===== src/rtl/ex_isa_pkg.sv =====
/*
 * Architectural widths, micro-op and functional unit encodings,
 * and the internal ALU function codes of the execute stage.
 */
package ex_isa_pkg;

    localparam int XLEN    = 32;                // Data width
    localparam int REG_AW  = 5;                 // Register address width
    localparam int UOP_W   = 5;                 // Micro-op width
    localparam int SHAMT_W = $clog2(XLEN);      // Shift amount bits

    // Logic unit sub-operations
    localparam logic [1:0] LOP_XOR = 2'd0;
    localparam logic [1:0] LOP_OR  = 2'd1;
    localparam logic [1:0] LOP_AND = 2'd2;

    // Only one unit is ever active, so binary encoded
    typedef enum logic [1:0] {
        FU_ALU = 2'd0,
        FU_LSU = 2'd1,
        FU_CFU = 2'd2,
        FU_CSR = 2'd3
    } ex_fu_e;

    typedef enum logic [UOP_W-1:0] {
        UOP_ADD   = 5'h00, UOP_SUB  = 5'h01, UOP_XOR   = 5'h02, // ALU
        UOP_OR    = 5'h03, UOP_AND  = 5'h04, UOP_SLL   = 5'h05,
        UOP_SRL   = 5'h06, UOP_SRA  = 5'h07, UOP_ROR   = 5'h08,
        UOP_ROL   = 5'h09, UOP_SLT  = 5'h0a, UOP_SLTU  = 5'h0b,
        UOP_BEQ   = 5'h10, UOP_BNE  = 5'h11, UOP_BLT   = 5'h12, // CFU
        UOP_BGE   = 5'h13, UOP_BLTU = 5'h14, UOP_BGEU  = 5'h15,
        UOP_JALI  = 5'h16, UOP_JALR = 5'h17,
        UOP_TAKEN = 5'h18, UOP_NOT_TAKEN = 5'h19,                // Resolved
        UOP_LSU_LOAD  = 5'h1c,                                  // LSU
        UOP_LSU_STORE = 5'h1d,
        UOP_CSR_OP    = 5'h1e                                   // CSR
    } ex_uop_e;

    typedef enum logic [2:0] {
        ALU_FN_ADD   = 3'd0,            // Sum of lhs and rhs
        ALU_FN_SUB   = 3'd1,            // Difference
        ALU_FN_LOGIC = 3'd2,            // xor / or / and
        ALU_FN_SHIFT = 3'd3,            // Shifts and rotates
        ALU_FN_CMP   = 3'd4             // Less-than, zero extended
    } alu_fn_e;

endpackage


===== src/rtl/ex_pipe_pkg.sv =====
/*
 * Pipeline structs of the execute stage: stage 2 input item,
 * decoded ALU controls, stage 3 output item and forwarding data.
 */
package ex_pipe_pkg;

    typedef struct packed {
        logic [ex_isa_pkg::REG_AW-1:0] rd;      // Destination register
        logic [ex_isa_pkg::XLEN-1:0]   opr_a;   // Operand A
        logic [ex_isa_pkg::XLEN-1:0]   opr_b;   // Operand B
        logic [ex_isa_pkg::XLEN-1:0]   opr_c;   // Operand C
        ex_isa_pkg::ex_uop_e           uop;     // Micro-op
        ex_isa_pkg::ex_fu_e            fu;      // Functional unit
        logic                          trap;    // Raise a trap
        logic [1:0]                    size;    // Instruction size
        logic [31:0]                   instr;   // Instruction word
    } s2_instr_t;

    typedef struct packed {
        ex_isa_pkg::alu_fn_e fn;                // Result source
        logic                sub;               // Invert rhs, carry in
        logic [1:0]          lop;               // Logic sub-op
        logic                shl;               // Shift/rotate left
        logic                arith;             // Sign fill on right shift
        logic                rot;               // Rotate, not shift
        logic                cmp_u;             // Unsigned compare
    } alu_ctrl_t;

    typedef struct packed {
        logic [ex_isa_pkg::REG_AW-1:0] rd;
        logic [ex_isa_pkg::XLEN-1:0]   opr_a;   // Result / address / target
        logic [ex_isa_pkg::XLEN-1:0]   opr_b;   // Store data, CSR data, cause
        ex_isa_pkg::ex_uop_e           uop;     // Branches resolved
        ex_isa_pkg::ex_fu_e            fu;
        logic                          trap;
        logic [1:0]                    size;
        logic [31:0]                   instr;
    } s3_instr_t;

    typedef struct packed {
        logic [ex_isa_pkg::REG_AW-1:0] rd;      // Writeback destination
        logic [ex_isa_pkg::XLEN-1:0]   wdata;   // Value to forward
        logic                          load;    // Value not ready yet
        logic                          csr;     // CSR read pending
    } fwd_t;

endpackage


===== src/rtl/ex_op_decode.sv =====
/*
 * Operation decode: maps functional unit and micro-op onto
 * ALU controls, ALU operands and the conditional branch kind.
 */
`timescale 1ns/1ps

module ex_op_decode (
    input  ex_pipe_pkg::s2_instr_t            i_s2,        // Stage 2 item
    output ex_pipe_pkg::alu_ctrl_t            o_alu_ctrl,  // ALU controls
    output logic [ex_isa_pkg::XLEN-1:0]       o_alu_lhs,   // Left operand
    output logic [ex_isa_pkg::XLEN-1:0]       o_alu_rhs,   // Right operand
    output ex_isa_pkg::ex_uop_e               o_cond_kind  // Branch to resolve
);
    import ex_isa_pkg::*;

    // LSU address, JALR target and compares all work on A and B
    assign o_alu_lhs = i_s2.opr_a;
    assign o_alu_rhs = i_s2.opr_b;

    always_comb begin
        o_alu_ctrl    = '0;
        o_alu_ctrl.fn = ALU_FN_ADD;                 // Default, address sum
        o_cond_kind   = UOP_NOT_TAKEN;              // No condition pending
        if (i_s2.fu == FU_ALU) begin
            case (i_s2.uop)
                UOP_SUB: begin
                    o_alu_ctrl.fn  = ALU_FN_SUB;
                    o_alu_ctrl.sub = 1'b1;
                end
                UOP_XOR, UOP_OR, UOP_AND: begin
                    o_alu_ctrl.fn  = ALU_FN_LOGIC;
                    o_alu_ctrl.lop = (i_s2.uop == UOP_XOR) ? LOP_XOR :
                                     (i_s2.uop == UOP_OR)  ? LOP_OR  : LOP_AND;
                end
                UOP_SLL, UOP_SRL, UOP_SRA, UOP_ROR, UOP_ROL: begin
                    o_alu_ctrl.fn    = ALU_FN_SHIFT;
                    o_alu_ctrl.shl   = (i_s2.uop == UOP_SLL) || (i_s2.uop == UOP_ROL);
                    o_alu_ctrl.arith = (i_s2.uop == UOP_SRA);
                    o_alu_ctrl.rot   = (i_s2.uop == UOP_ROR) || (i_s2.uop == UOP_ROL);
                end
                UOP_SLT, UOP_SLTU: begin
                    o_alu_ctrl.fn    = ALU_FN_CMP;
                    o_alu_ctrl.cmp_u = (i_s2.uop == UOP_SLTU);
                end
                default: ;                          // ADD
            endcase
        end else if (i_s2.fu == FU_CFU) begin
            case (i_s2.uop)
                UOP_BEQ, UOP_BNE, UOP_BLT, UOP_BGE, UOP_BLTU, UOP_BGEU: begin
                    o_alu_ctrl.fn    = ALU_FN_CMP;  // Compare mode
                    o_alu_ctrl.cmp_u = (i_s2.uop == UOP_BLTU) || (i_s2.uop == UOP_BGEU);
                    o_cond_kind      = i_s2.uop;
                end
                default: ;                          // JALR uses the sum
            endcase
        end
    end

endmodule


===== src/rtl/ex_alu.sv =====
/*
 * Base integer ALU: shared adder, bitwise logic,
 * barrel shifter / rotator and signed or unsigned comparator.
 */
`timescale 1ns/1ps

module ex_alu (
    input  ex_pipe_pkg::alu_ctrl_t      i_ctrl,     // Decoded controls
    input  logic [ex_isa_pkg::XLEN-1:0] i_lhs,      // Left hand operand
    input  logic [ex_isa_pkg::XLEN-1:0] i_rhs,      // Right hand operand
    output logic [ex_isa_pkg::XLEN-1:0] o_result,   // Selected result
    output logic [ex_isa_pkg::XLEN-1:0] o_sum,      // Adder output
    output logic                        o_lt,       // lhs < rhs
    output logic                        o_eq        // lhs == rhs
);
    import ex_isa_pkg::*;

    logic [XLEN-1:0]    add_rhs;
    logic [XLEN-1:0]    logic_out;
    logic [SHAMT_W-1:0] shamt;
    logic [XLEN-1:0]    shf_src;
    logic [2*XLEN-1:0]  rot_cat;
    logic [XLEN-1:0]    shf_raw;
    logic [XLEN-1:0]    shf_out;

    function automatic logic [XLEN-1:0] bit_rev(input logic [XLEN-1:0] x);
        logic [XLEN-1:0] r;
        for (int i = 0; i < XLEN; i++) begin
            r[i] = x[XLEN-1-i];
        end
        return r;
    endfunction

    // ------------------------------------------------------------------------
    // Adder, shared by add, sub, load/store address and JALR target

    assign add_rhs = i_ctrl.sub ? ~i_rhs : i_rhs;               // Two's complement
    assign o_sum   = i_lhs + add_rhs + {{(XLEN-1){1'b0}}, i_ctrl.sub};

    always_comb begin
        case (i_ctrl.lop)
            LOP_XOR: logic_out = i_lhs ^ i_rhs;
            LOP_OR:  logic_out = i_lhs | i_rhs;
            default: logic_out = i_lhs & i_rhs;
        endcase
    end

    // ------------------------------------------------------------------------
    // Shifter, left ops done as right ops on bit reversed data

    assign shamt   = i_rhs[SHAMT_W-1:0];                        // Low 5 bits only
    assign shf_src = i_ctrl.shl ? bit_rev(i_lhs) : i_lhs;
    assign rot_cat = {shf_src, shf_src} >> shamt;               // Wraps low bits

    always_comb begin
        if (i_ctrl.rot) begin
            shf_raw = rot_cat[XLEN-1:0];
        end else if (i_ctrl.arith) begin
            shf_raw = $signed(shf_src) >>> shamt;
        end else begin
            shf_raw = shf_src >> shamt;
        end
    end

    assign shf_out = i_ctrl.shl ? bit_rev(shf_raw) : shf_raw;

    // Comparator, also drives branch resolution
    assign o_lt = i_ctrl.cmp_u ? (i_lhs < i_rhs) : ($signed(i_lhs) < $signed(i_rhs));
    assign o_eq = (i_lhs == i_rhs);

    always_comb begin
        case (i_ctrl.fn)
            ALU_FN_LOGIC: o_result = logic_out;
            ALU_FN_SHIFT: o_result = shf_out;
            ALU_FN_CMP:   o_result = {{(XLEN-1){1'b0}}, o_lt}; // SLT / SLTU
            default:      o_result = o_sum;                     // ADD / SUB
        endcase
    end

endmodule


===== src/rtl/ex_result_select.sv =====
/*
 * Result selection: branch resolution, jump target, per-unit
 * operand A/B choice, trap cause and same-cycle forwarding.
 */
`timescale 1ns/1ps

module ex_result_select (
    input  ex_pipe_pkg::s2_instr_t      i_s2,           // Stage 2 item
    input  ex_isa_pkg::ex_uop_e         i_cond_kind,    // Branch to resolve
    input  logic [ex_isa_pkg::XLEN-1:0] i_alu_result,   // ALU result
    input  logic [ex_isa_pkg::XLEN-1:0] i_sum,          // Adder output
    input  logic                        i_lt,           // Compare result
    input  logic                        i_eq,
    output ex_pipe_pkg::s3_instr_t      o_next,         // Next stage 3 item
    output logic                        o_opra_ld,      // Load opr_a
    output logic                        o_oprb_ld,      // Load opr_b
    output ex_pipe_pkg::fwd_t           o_fwd           // Writeback forwarding
);
    import ex_isa_pkg::*;

    logic            is_cond;
    logic            taken;
    logic [XLEN-1:0] target;
    logic [XLEN-1:0] opr_a;
    logic            lsu_store;
    logic            fu_csr;

    // ------------------------------------------------------------------------
    // Branch resolution

    always_comb begin
        is_cond = 1'b1;
        case (i_cond_kind)
            UOP_BEQ:            taken = i_eq;
            UOP_BNE:            taken = !i_eq;
            UOP_BLT, UOP_BLTU:  taken = i_lt;   // Signedness set in decode
            UOP_BGE, UOP_BGEU:  taken = !i_lt;
            default: begin
                is_cond = 1'b0;
                taken   = 1'b0;
            end
        endcase
    end

    // Bit 0 cleared for both jump forms
    assign target = (i_s2.uop == UOP_JALR) ? {i_sum[XLEN-1:1], 1'b0} :
                                             {i_s2.opr_c[XLEN-1:1], 1'b0};

    // ------------------------------------------------------------------------
    // Operand selection

    always_comb begin
        case (i_s2.fu)
            FU_ALU:  opr_a = i_alu_result;
            FU_LSU:  opr_a = i_sum;             // Load / store address
            FU_CFU:  opr_a = target;
            default: opr_a = i_s2.opr_a;        // CSR passes through
        endcase
    end

    assign lsu_store = (i_s2.fu == FU_LSU) && (i_s2.uop == UOP_LSU_STORE);
    assign fu_csr    = (i_s2.fu == FU_CSR);

    assign o_next.rd    = i_s2.rd;
    assign o_next.opr_a = opr_a;
    assign o_next.opr_b = i_s2.trap ? {{(XLEN-REG_AW){1'b0}}, i_s2.rd} :  // Trap cause
                          (lsu_store || fu_csr) ? i_s2.opr_c : '0;
    assign o_next.uop   = is_cond ? (taken ? UOP_TAKEN : UOP_NOT_TAKEN) : i_s2.uop;
    assign o_next.fu    = i_s2.fu;
    assign o_next.trap  = i_s2.trap;
    assign o_next.size  = i_s2.size;
    assign o_next.instr = i_s2.instr;

    assign o_opra_ld = 1'b1;                    // Every unit yields opr_a
    assign o_oprb_ld = lsu_store || fu_csr || i_s2.trap;

    assign o_fwd.rd    = i_s2.rd;
    assign o_fwd.wdata = opr_a;
    assign o_fwd.load  = (i_s2.fu == FU_LSU) && (i_s2.uop == UOP_LSU_LOAD);
    assign o_fwd.csr   = fu_csr;

endmodule


===== src/rtl/ex_stage_reg.sv =====
/*
 * Stage 3 pipeline register with valid/busy hold, flush,
 * and separately enabled operand A/B loads.
 */
`timescale 1ns/1ps

module ex_stage_reg (
    input  logic                   g_clk,
    input  logic                   g_resetn,       // Sync, active low
    input  logic                   i_flush,        // Drop the stage contents
    input  logic                   i_valid,        // Stage 2 item valid
    input  ex_pipe_pkg::s3_instr_t i_next,         // Item to register
    input  logic                   i_opra_ld,      // opr_a load enable
    input  logic                   i_oprb_ld,      // opr_b load enable
    input  logic                   i_s3_busy,      // Stage 3 stalled
    output logic                   o_s2_busy,      // Back-pressure upstream
    output ex_pipe_pkg::s3_instr_t o_s3,           // Registered item
    output logic                   o_s3_valid
);

    logic take;                                     // Item enters register

    assign o_s2_busy = o_s3_valid && i_s3_busy;     // Full and not draining
    assign take      = i_valid && !o_s2_busy && !i_flush;

    // ------------------------------------------------------------------------
    // Valid bit

    always_ff @(posedge g_clk) begin
        if (!g_resetn) begin
            o_s3_valid <= 1'b0;
        end else if (i_flush) begin
            o_s3_valid <= 1'b0;
        end else if (!o_s2_busy) begin
            o_s3_valid <= i_valid;                  // Refill or empty out
        end
    end

    // Payload, held while stage 3 is busy
    always_ff @(posedge g_clk) begin
        if (take) begin
            o_s3.rd    <= i_next.rd;
            o_s3.uop   <= i_next.uop;
            o_s3.fu    <= i_next.fu;
            o_s3.trap  <= i_next.trap;
            o_s3.size  <= i_next.size;
            o_s3.instr <= i_next.instr;
        end
        if (take && i_opra_ld) begin
            o_s3.opr_a <= i_next.opr_a;
        end
        // opr_b keeps its last value unless the unit writes it
        if (take && i_oprb_ld) begin
            o_s3.opr_b <= i_next.opr_b;
        end
    end

endmodule


===== src/rtl/ex_stage.sv =====
/*
 * Execute stage top level: decode, ALU, result select
 * and the stage 3 pipeline register.
 */
`timescale 1ns/1ps

module ex_stage (
    input  logic                   g_clk,
    input  logic                   g_resetn,
    input  ex_pipe_pkg::s2_instr_t i_s2,           // Decoded instruction
    input  logic                   i_s2_valid,
    input  logic                   i_flush,
    input  logic                   i_s3_busy,
    output logic                   o_s2_busy,
    output ex_pipe_pkg::s3_instr_t o_s3,
    output logic                   o_s3_valid,
    output ex_pipe_pkg::fwd_t      o_fwd           // Same-cycle forwarding
);
    import ex_isa_pkg::*;
    import ex_pipe_pkg::*;

    alu_ctrl_t       alu_ctrl;
    logic [XLEN-1:0] alu_lhs;
    logic [XLEN-1:0] alu_rhs;
    ex_uop_e         cond_kind;
    logic [XLEN-1:0] alu_result;
    logic [XLEN-1:0] alu_sum;
    logic            alu_lt;
    logic            alu_eq;
    s3_instr_t       s3_next;
    logic            opra_ld;
    logic            oprb_ld;

    // ------------------------------------------------------------------------
    // Combinational datapath

    ex_op_decode u_decode (
        .i_s2        (i_s2),
        .o_alu_ctrl  (alu_ctrl),
        .o_alu_lhs   (alu_lhs),
        .o_alu_rhs   (alu_rhs),
        .o_cond_kind (cond_kind)
    );

    ex_alu u_alu (
        .i_ctrl   (alu_ctrl),
        .i_lhs    (alu_lhs),
        .i_rhs    (alu_rhs),
        .o_result (alu_result),
        .o_sum    (alu_sum),
        .o_lt     (alu_lt),
        .o_eq     (alu_eq)
    );

    ex_result_select u_select (
        .i_s2         (i_s2),
        .i_cond_kind  (cond_kind),
        .i_alu_result (alu_result),
        .i_sum        (alu_sum),
        .i_lt         (alu_lt),
        .i_eq         (alu_eq),
        .o_next       (s3_next),
        .o_opra_ld    (opra_ld),
        .o_oprb_ld    (oprb_ld),
        .o_fwd        (o_fwd)
    );

    // Single register stage into stage 3
    ex_stage_reg u_reg (
        .g_clk      (g_clk),
        .g_resetn   (g_resetn),
        .i_flush    (i_flush),
        .i_valid    (i_s2_valid),
        .i_next     (s3_next),
        .i_opra_ld  (opra_ld),
        .i_oprb_ld  (oprb_ld),
        .i_s3_busy  (i_s3_busy),
        .o_s2_busy  (o_s2_busy),
        .o_s3       (o_s3),
        .o_s3_valid (o_s3_valid)
    );

endmodule


===== config.mk =====
export PLATFORM = sky130hd
export DESIGN_NAME = ex_stage
export DESIGN_NICKNAME = d
export VERILOG_FILES = /design/src/rtl/ex_isa_pkg.sv /design/src/rtl/ex_pipe_pkg.sv /design/src/rtl/ex_op_decode.sv /design/src/rtl/ex_alu.sv /design/src/rtl/ex_result_select.sv /design/src/rtl/ex_stage_reg.sv /design/src/rtl/ex_stage.sv
export SDC_FILE = /design/constraint.sdc
export NUM_CORES = 1
export LEC_CHECK = 0
export ABC_AREA = 1
export BUFFER_PORTS_ARGS = -buffer_cell sky130_fd_sc_hd__buf_2
export CORE_ASPECT_RATIO = 2
export CORE_MARGIN = 2
export CORE_UTILIZATION = 55
export CTS_CLUSTER_DIAMETER = 150
export DETAILED_ROUTE_END_ITERATION = 12
export GPL_TIMING_DRIVEN = 0
export HOLD_SLACK_MARGIN = 0.03
export PLACE_DENSITY = 0.82
export SETUP_SLACK_MARGIN = 0.4
export SYNTH_ARGS = -nofsm -noshare
export SYNTH_HDL_FRONTEND = slang
export SYNTH_HIERARCHICAL = 1
export SYNTH_SLANG_ARGS = --single-unit

===== constraint.sdc =====
create_clock -name g_clk -period 5 [get_ports g_clk]
set_clock_uncertainty 0.05 [all_clocks]
set_input_delay 0.5 -clock g_clk [delete_from_list [all_inputs] [get_ports g_clk]]
set_output_delay 0.5 -clock g_clk [all_outputs]
set_load 0.005 [all_outputs]

==> flow_metrics.env, run 1 <==
export IMPL_ios=300
export IMPL_ys_seq_elements=112
export IMPL_syn_nets=2622
export IMPL_clkSinkCount=112
export IMPL_gr_usage_all_layers=0.596
export IMPL_dp_hpwl_um=66600
export IMPL_ys_types=46
export IMPL_overflow=37
export IMPL_grt_max_degree=48
export IMPL_async_flop_share=0
export IMPL_grt_pass1_vias=19700
export IMPL_grt_pass1_wl_um=127000
export IMPL_synth_simple_area_share=0.371
export IMPL_synth_xor_xnor_area_share=0.0314
export IMPL_syn_area_um2=15300
export IMPL_yosys_warnings=6
export IMPL_synth_edff_count=111
export IMPL_synthCells=2347
export IMPL_synth_fa_ha_area_frac=0.104
export IMPL_clockBufferDepth=2
export IMPL_synth_top_family_by_area="simple AND/OR/NAND/NOR gates"
export IMPL_num_rows=86
export IMPL_error="[ERROR GRT-0116] Global routing finished with congestion. Check the congestion regions in the DRC Viewer."
export IMPL_place_ws_ns=-1.34
export IMPL_cts_buffers=9
export IMPL_yosys_most_used_dff="edfxtp_1"
export IMPL_synth_compound_area_frac=0.111
export IMPL_gp_congestion=1.23
export IMPL_status="did not finish"
export IMPL_numPortBuffers=233
export IMPL_start_util=0.557
export IMPL_die_w_um=122
export IMPL_root_buffer="clkbuf_16"
export IMPL_yosysSeqAreaShare=0.218
export IMPL_hold_buffers=0
export IMPL_htreeDepth=3
export IMPL_synthMuxAreaShare=0
export IMPL_synth_area_per_cell_um2=6.54
export IMPL_stop_stage="5_1_grt"
export IMPL_die_h_um=240
## through the flow
step	area, µm²	cells
floorplan	15300	2347
global placement	17000	2932
detailed placement	17000	2933
CTS	17700	2955
## cell families after synthesis
logic type      Yosys count
flops                   112
compound gates          287
simple gates           1261
xor+xnor                 55
other cells               2
fa+ha+maj               127
buf+inv                 503
## cell usage after synthesis (4+ instances only)
master	count	area (µm²)
nand3_1	498	2490
nand4_1	25	156
o21bai_1	39	293
inv_1	232	871
or2_2	33	206
nor3_1	12	60.1
o2111ai_1	29	254
nor4_1	4	25.0
buf_2	24	120
xor2_1	52	455
o21ai_0	25	125
nor2_1	158	593
clkbuf_1	62	233
edfxtp_1	111	3330
buf_1	16	60.1
nand2_2	8	50.1
o211ai_1	5	37.5
nand2_1	489	1840
nand3_2	7	70.1
buf_4	150	1130
buf_6	4	45.0
nor2_2	7	43.8
inv_2	12	45.0
and2_1	10	62.6
ha_1	126	1580
a21oi_1	170	851
## per-layer routing
metal,global-route usage,GRT overflow
met4,0.689,19
met2,0.862,18
met3,0.285,0
met5,0.0268,0
met1,0.566,0
## what timing repair did
action                     CTS
setup endpoints to repair   49
resized for setup           88
buffers inserted             6
gates cloned                 0
pin swaps                    8
==> inputs of run 2 (changes only) <==
--- a/config.mk
+++ b/config.mk
@@ -7,15 +7,11 @@
 export LEC_CHECK = 0
 export ABC_AREA = 1
 export BUFFER_PORTS_ARGS = -buffer_cell sky130_fd_sc_hd__buf_2
-export CORE_ASPECT_RATIO = 2
 export CORE_MARGIN = 2
-export CORE_UTILIZATION = 55
-export CTS_CLUSTER_DIAMETER = 150
+export CORE_UTILIZATION = 40
 export DETAILED_ROUTE_END_ITERATION = 12
 export GPL_TIMING_DRIVEN = 0
-export HOLD_SLACK_MARGIN = 0.03
-export PLACE_DENSITY = 0.82
-export SETUP_SLACK_MARGIN = 0.4
+export PLACE_DENSITY_LB_ADDON = 0.15
 export SYNTH_ARGS = -nofsm -noshare
 export SYNTH_HDL_FRONTEND = slang
 export SYNTH_HIERARCHICAL = 1
==> run 2 against run 1 <==
Effect of this change:
- the flow now finishes without violations
- area after synthesis stayed put
- synthesized cell count unchanged
==> flow_metrics.env, run 2 <==
export IMPL_mostFrequentLayoutCell="nand3_1"
export IMPL_yosys_warnings=6
export IMPL_yosys_area_top_type="edfxtp_1"
export IMPL_synth_common_cells="nand3_1 (498), nand2_1 (489), inv_1 (232)"
export IMPL_async_flop_share=0
export IMPL_hold_viol=0
export IMPL_cp_start_kind="input pin"
export IMPL_met3_length_um=8620
export IMPL_place_ws_ns=-0.545
export IMPL_powerDensity_nw_per_um2=196
export IMPL_clk_pin_slew_ns=0.08
export IMPL_period_share=0.976
export IMPL_slew_violations=0
export IMPL_cp_end_kind="output pin"
export IMPL_drc=0
export IMPL_reg_top3="u_reg/o_s3 x111, u_reg/o_s3_valid x1"
export IMPL_grt_max_degree=39
export IMPL_final_cell_mix="nand3_1 (498), nand2_1 (489), buf_2 (257)"
export IMPL_pwr_share_comb=0.457
export IMPL_status="finished clean"
export IMPL_synthCells=2347
export IMPL_ys_seq_elements=112
export IMPL_yosys_most_used_dff="edfxtp_1"
export IMPL_routed_wl_um=74900
export IMPL_start_util=0.407
export IMPL_vias_per_cell=5.65
export IMPL_synth_top_area_share=0.217
export IMPL_antenna_left=0
export IMPL_cts_tree="yes"
export IMPL_cp_max_fo=10
export IMPL_max_freq_ghz=0.205
export IMPL_dpl_instance_area_um2=17200
export IMPL_cp_arrival_ns=4.33
export IMPL_regArea_um2=3350
export IMPL_synthTopCellsByArea="edfxtp_1 (22%), nand3_1 (16%), nand2_1 (12%)"
export IMPL_largest_register_ffs=111
export IMPL_setup_tns_ns=0
export IMPL_num_rows=71
export IMPL_topRoutingLayerUsed="met5"
export IMPL_initialDrtViolationCount=1951
export IMPL_synth_most_common_cell="nand3_1"
export IMPL_gr_usage_all_layers=0.365
export IMPL_clock_latency_ns=0.35
export IMPL_dp_hpwl_um=63500
export IMPL_path_class="in -> out"
export IMPL_yosysSeqAreaShare=0.218
export IMPL_fillers=4017
export IMPL_fin_ws_ns=0.118
export IMPL_finalInstanceArea_um2=17700
export IMPL_antenna_found_initial=2
export IMPL_nets=2871
export IMPL_leakage_nw=8.89
export IMPL_overflow=0
export IMPL_die_h_um=200
export IMPL_coreArea_um2=37800
export IMPL_slew_headroom=0.332
export IMPL_synth_area_per_cell_um2=6.54
export IMPL_p_sw_mw=1.43
export IMPL_seq_power_share=0.313
export IMPL_ys_types=46
export IMPL_die_area_um2=40000
export IMPL_worst_pin_slew_ns=0.992
export IMPL_grt_pass1_wl_um=105000
export IMPL_min_path_type="in -> reg"
export IMPL_root_buffer="clkbuf_16"
export IMPL_wl_met1_um=31100
export IMPL_intPower_mw=2.04
export IMPL_largest_register="u_reg/o_s3"
export IMPL_period_minus_slack_ns=4.88
export IMPL_p_clk_frac=0.230
export IMPL_grt_pass1_vias=16100
export IMPL_syn_nets=2622
export IMPL_hold_buffers=0
export IMPL_clockBufferDepth=2
export IMPL_rsz0062_at_grt="true"
export IMPL_cap_viol_max_count=0
export IMPL_area_growth_pct=15.5
export IMPL_clkSinkCount=112
export IMPL_cts_buffers=9
export IMPL_routedWlPerCell_um=24.0
export IMPL_power_share_switching=0.412
export IMPL_wl_met2_um=31600
export IMPL_synth_edff_count=111
export IMPL_firstDrtPassIters=6
export IMPL_setup_viol=0
export IMPL_ios=300
export IMPL_syn_area_um2=15300
export IMPL_htreeDepth=3
export IMPL_final_util=0.470
export IMPL_final_layout_size_suffix_gt1_frac=0.210
export IMPL_die_w_um=200
export IMPL_gp_congestion=1.03
export IMPL_multi_input_area_um2=9630
export IMPL_holdWs_ns=0.255
export IMPL_vias=17600
export IMPL_numPortBuffers=233
export IMPL_cp_data_required_time_ns=4.45
export IMPL_ir_worst_vdd_v=0.000154
## run 2: cell counts after synthesis
Identical to the previous run, type by type.
## run 2: layer usage
layer | vias to the layer above | global-route usage
met5 | - | 0
met4 | 2 | 0.154
met3 | 128 | 0.0916
met2 | 1038 | 0.554
met1 | 8212 | 0.492
li1 | 8210 | -
## run 2: metrics by stage
stage / cells / power [mW]
after floorplan: 2347 / 2.07
final: 3114 / 3.47
after detailed placement: 3093 / 2.61
after global placement: 3091 / 2.60
after global routing: 3113 / 3.64
after CTS: 3109 / 3.41
## run 2: what timing repair did
action / CTS / global route
gates resized for setup: 8 / 43
pin swaps: 0 / 5
setup endpoints to repair: 24 / 32
setup buffers: 0 / 3
## run 2: power by group through the flow
stage,Combinational (mW),Clock [mW],Sequential [mW]
2_1_floorplan,0.956,0,1.11
3_3_place_gp,1.50,0,1.11
3_5_place_dp,1.51,0,1.11
4_1_cts,1.51,0.815,1.09
5_1_grt,1.71,0.845,1.09
6_report,1.58,0.799,1.09
## run 2: worst paths after layout
path | start | endpoint | slack (ns) | depth (start not counted)
min reg2reg | u_reg/o_s3_valid | u_reg/o_s3_valid | 0.45 | 2
max reg2reg | u_reg/o_s3_valid | u_reg/o_s3[70] | 3.27 | 3
max | i_s2[37] | o_fwd[33] | 0.12 | 21
min | i_s2[5] | u_reg/o_s3[5] | 0.25 | 1
## run 2: logic make-up after synthesis
family	after synthesis	share of synthesized area
AO/OA/AOI/OAI	287	0.111
flip-flops	112	0.218
XOR/XNOR	55	0.0314
adder cells (fa/ha/maj)	127	0.104
buffers and inverters	503	0.164
other	2	0.000489
AND/OR/NAND/NOR	1261	0.371
## run 2: layout make-up
| cell class | instances | area share |
|---|---|---|
| antenna | 2 | 0.000282 |
| sequential | 112 | 0.189 |
| tap | 511 | 0.0361 |
| clock inverter | 7 | 0.00635 |
| multi-input combinational | 1732 | 0.543 |
| inverter | 247 | 0.0523 |
| timing repair buffer | 238 | 0.0693 |
| clock buffer | 9 | 0.0127 |
| buffer | 256 | 0.0907 |
## run 2: critical path: stages
cell     delay [ns]
buf_2          0.18
inv_2          0.09
nor2_1         0.13
nand4_1        0.27
inv_1          0.11
buf_2          0.20
buf_6          0.20
xor2_1         0.18
ha_1           0.34
nand2_1        0.18
o21ai_0        0.16
a21oi_2        0.16
nor2_1         0.06
nor4_2         0.43
nand3_1        0.25
and2_1         0.25
inv_1          0.08
a21oi_1        0.07
a21oi_1        0.20
a21oi_2        0.10
buf_2          0.14
Power figures use the tool's default switching activity.
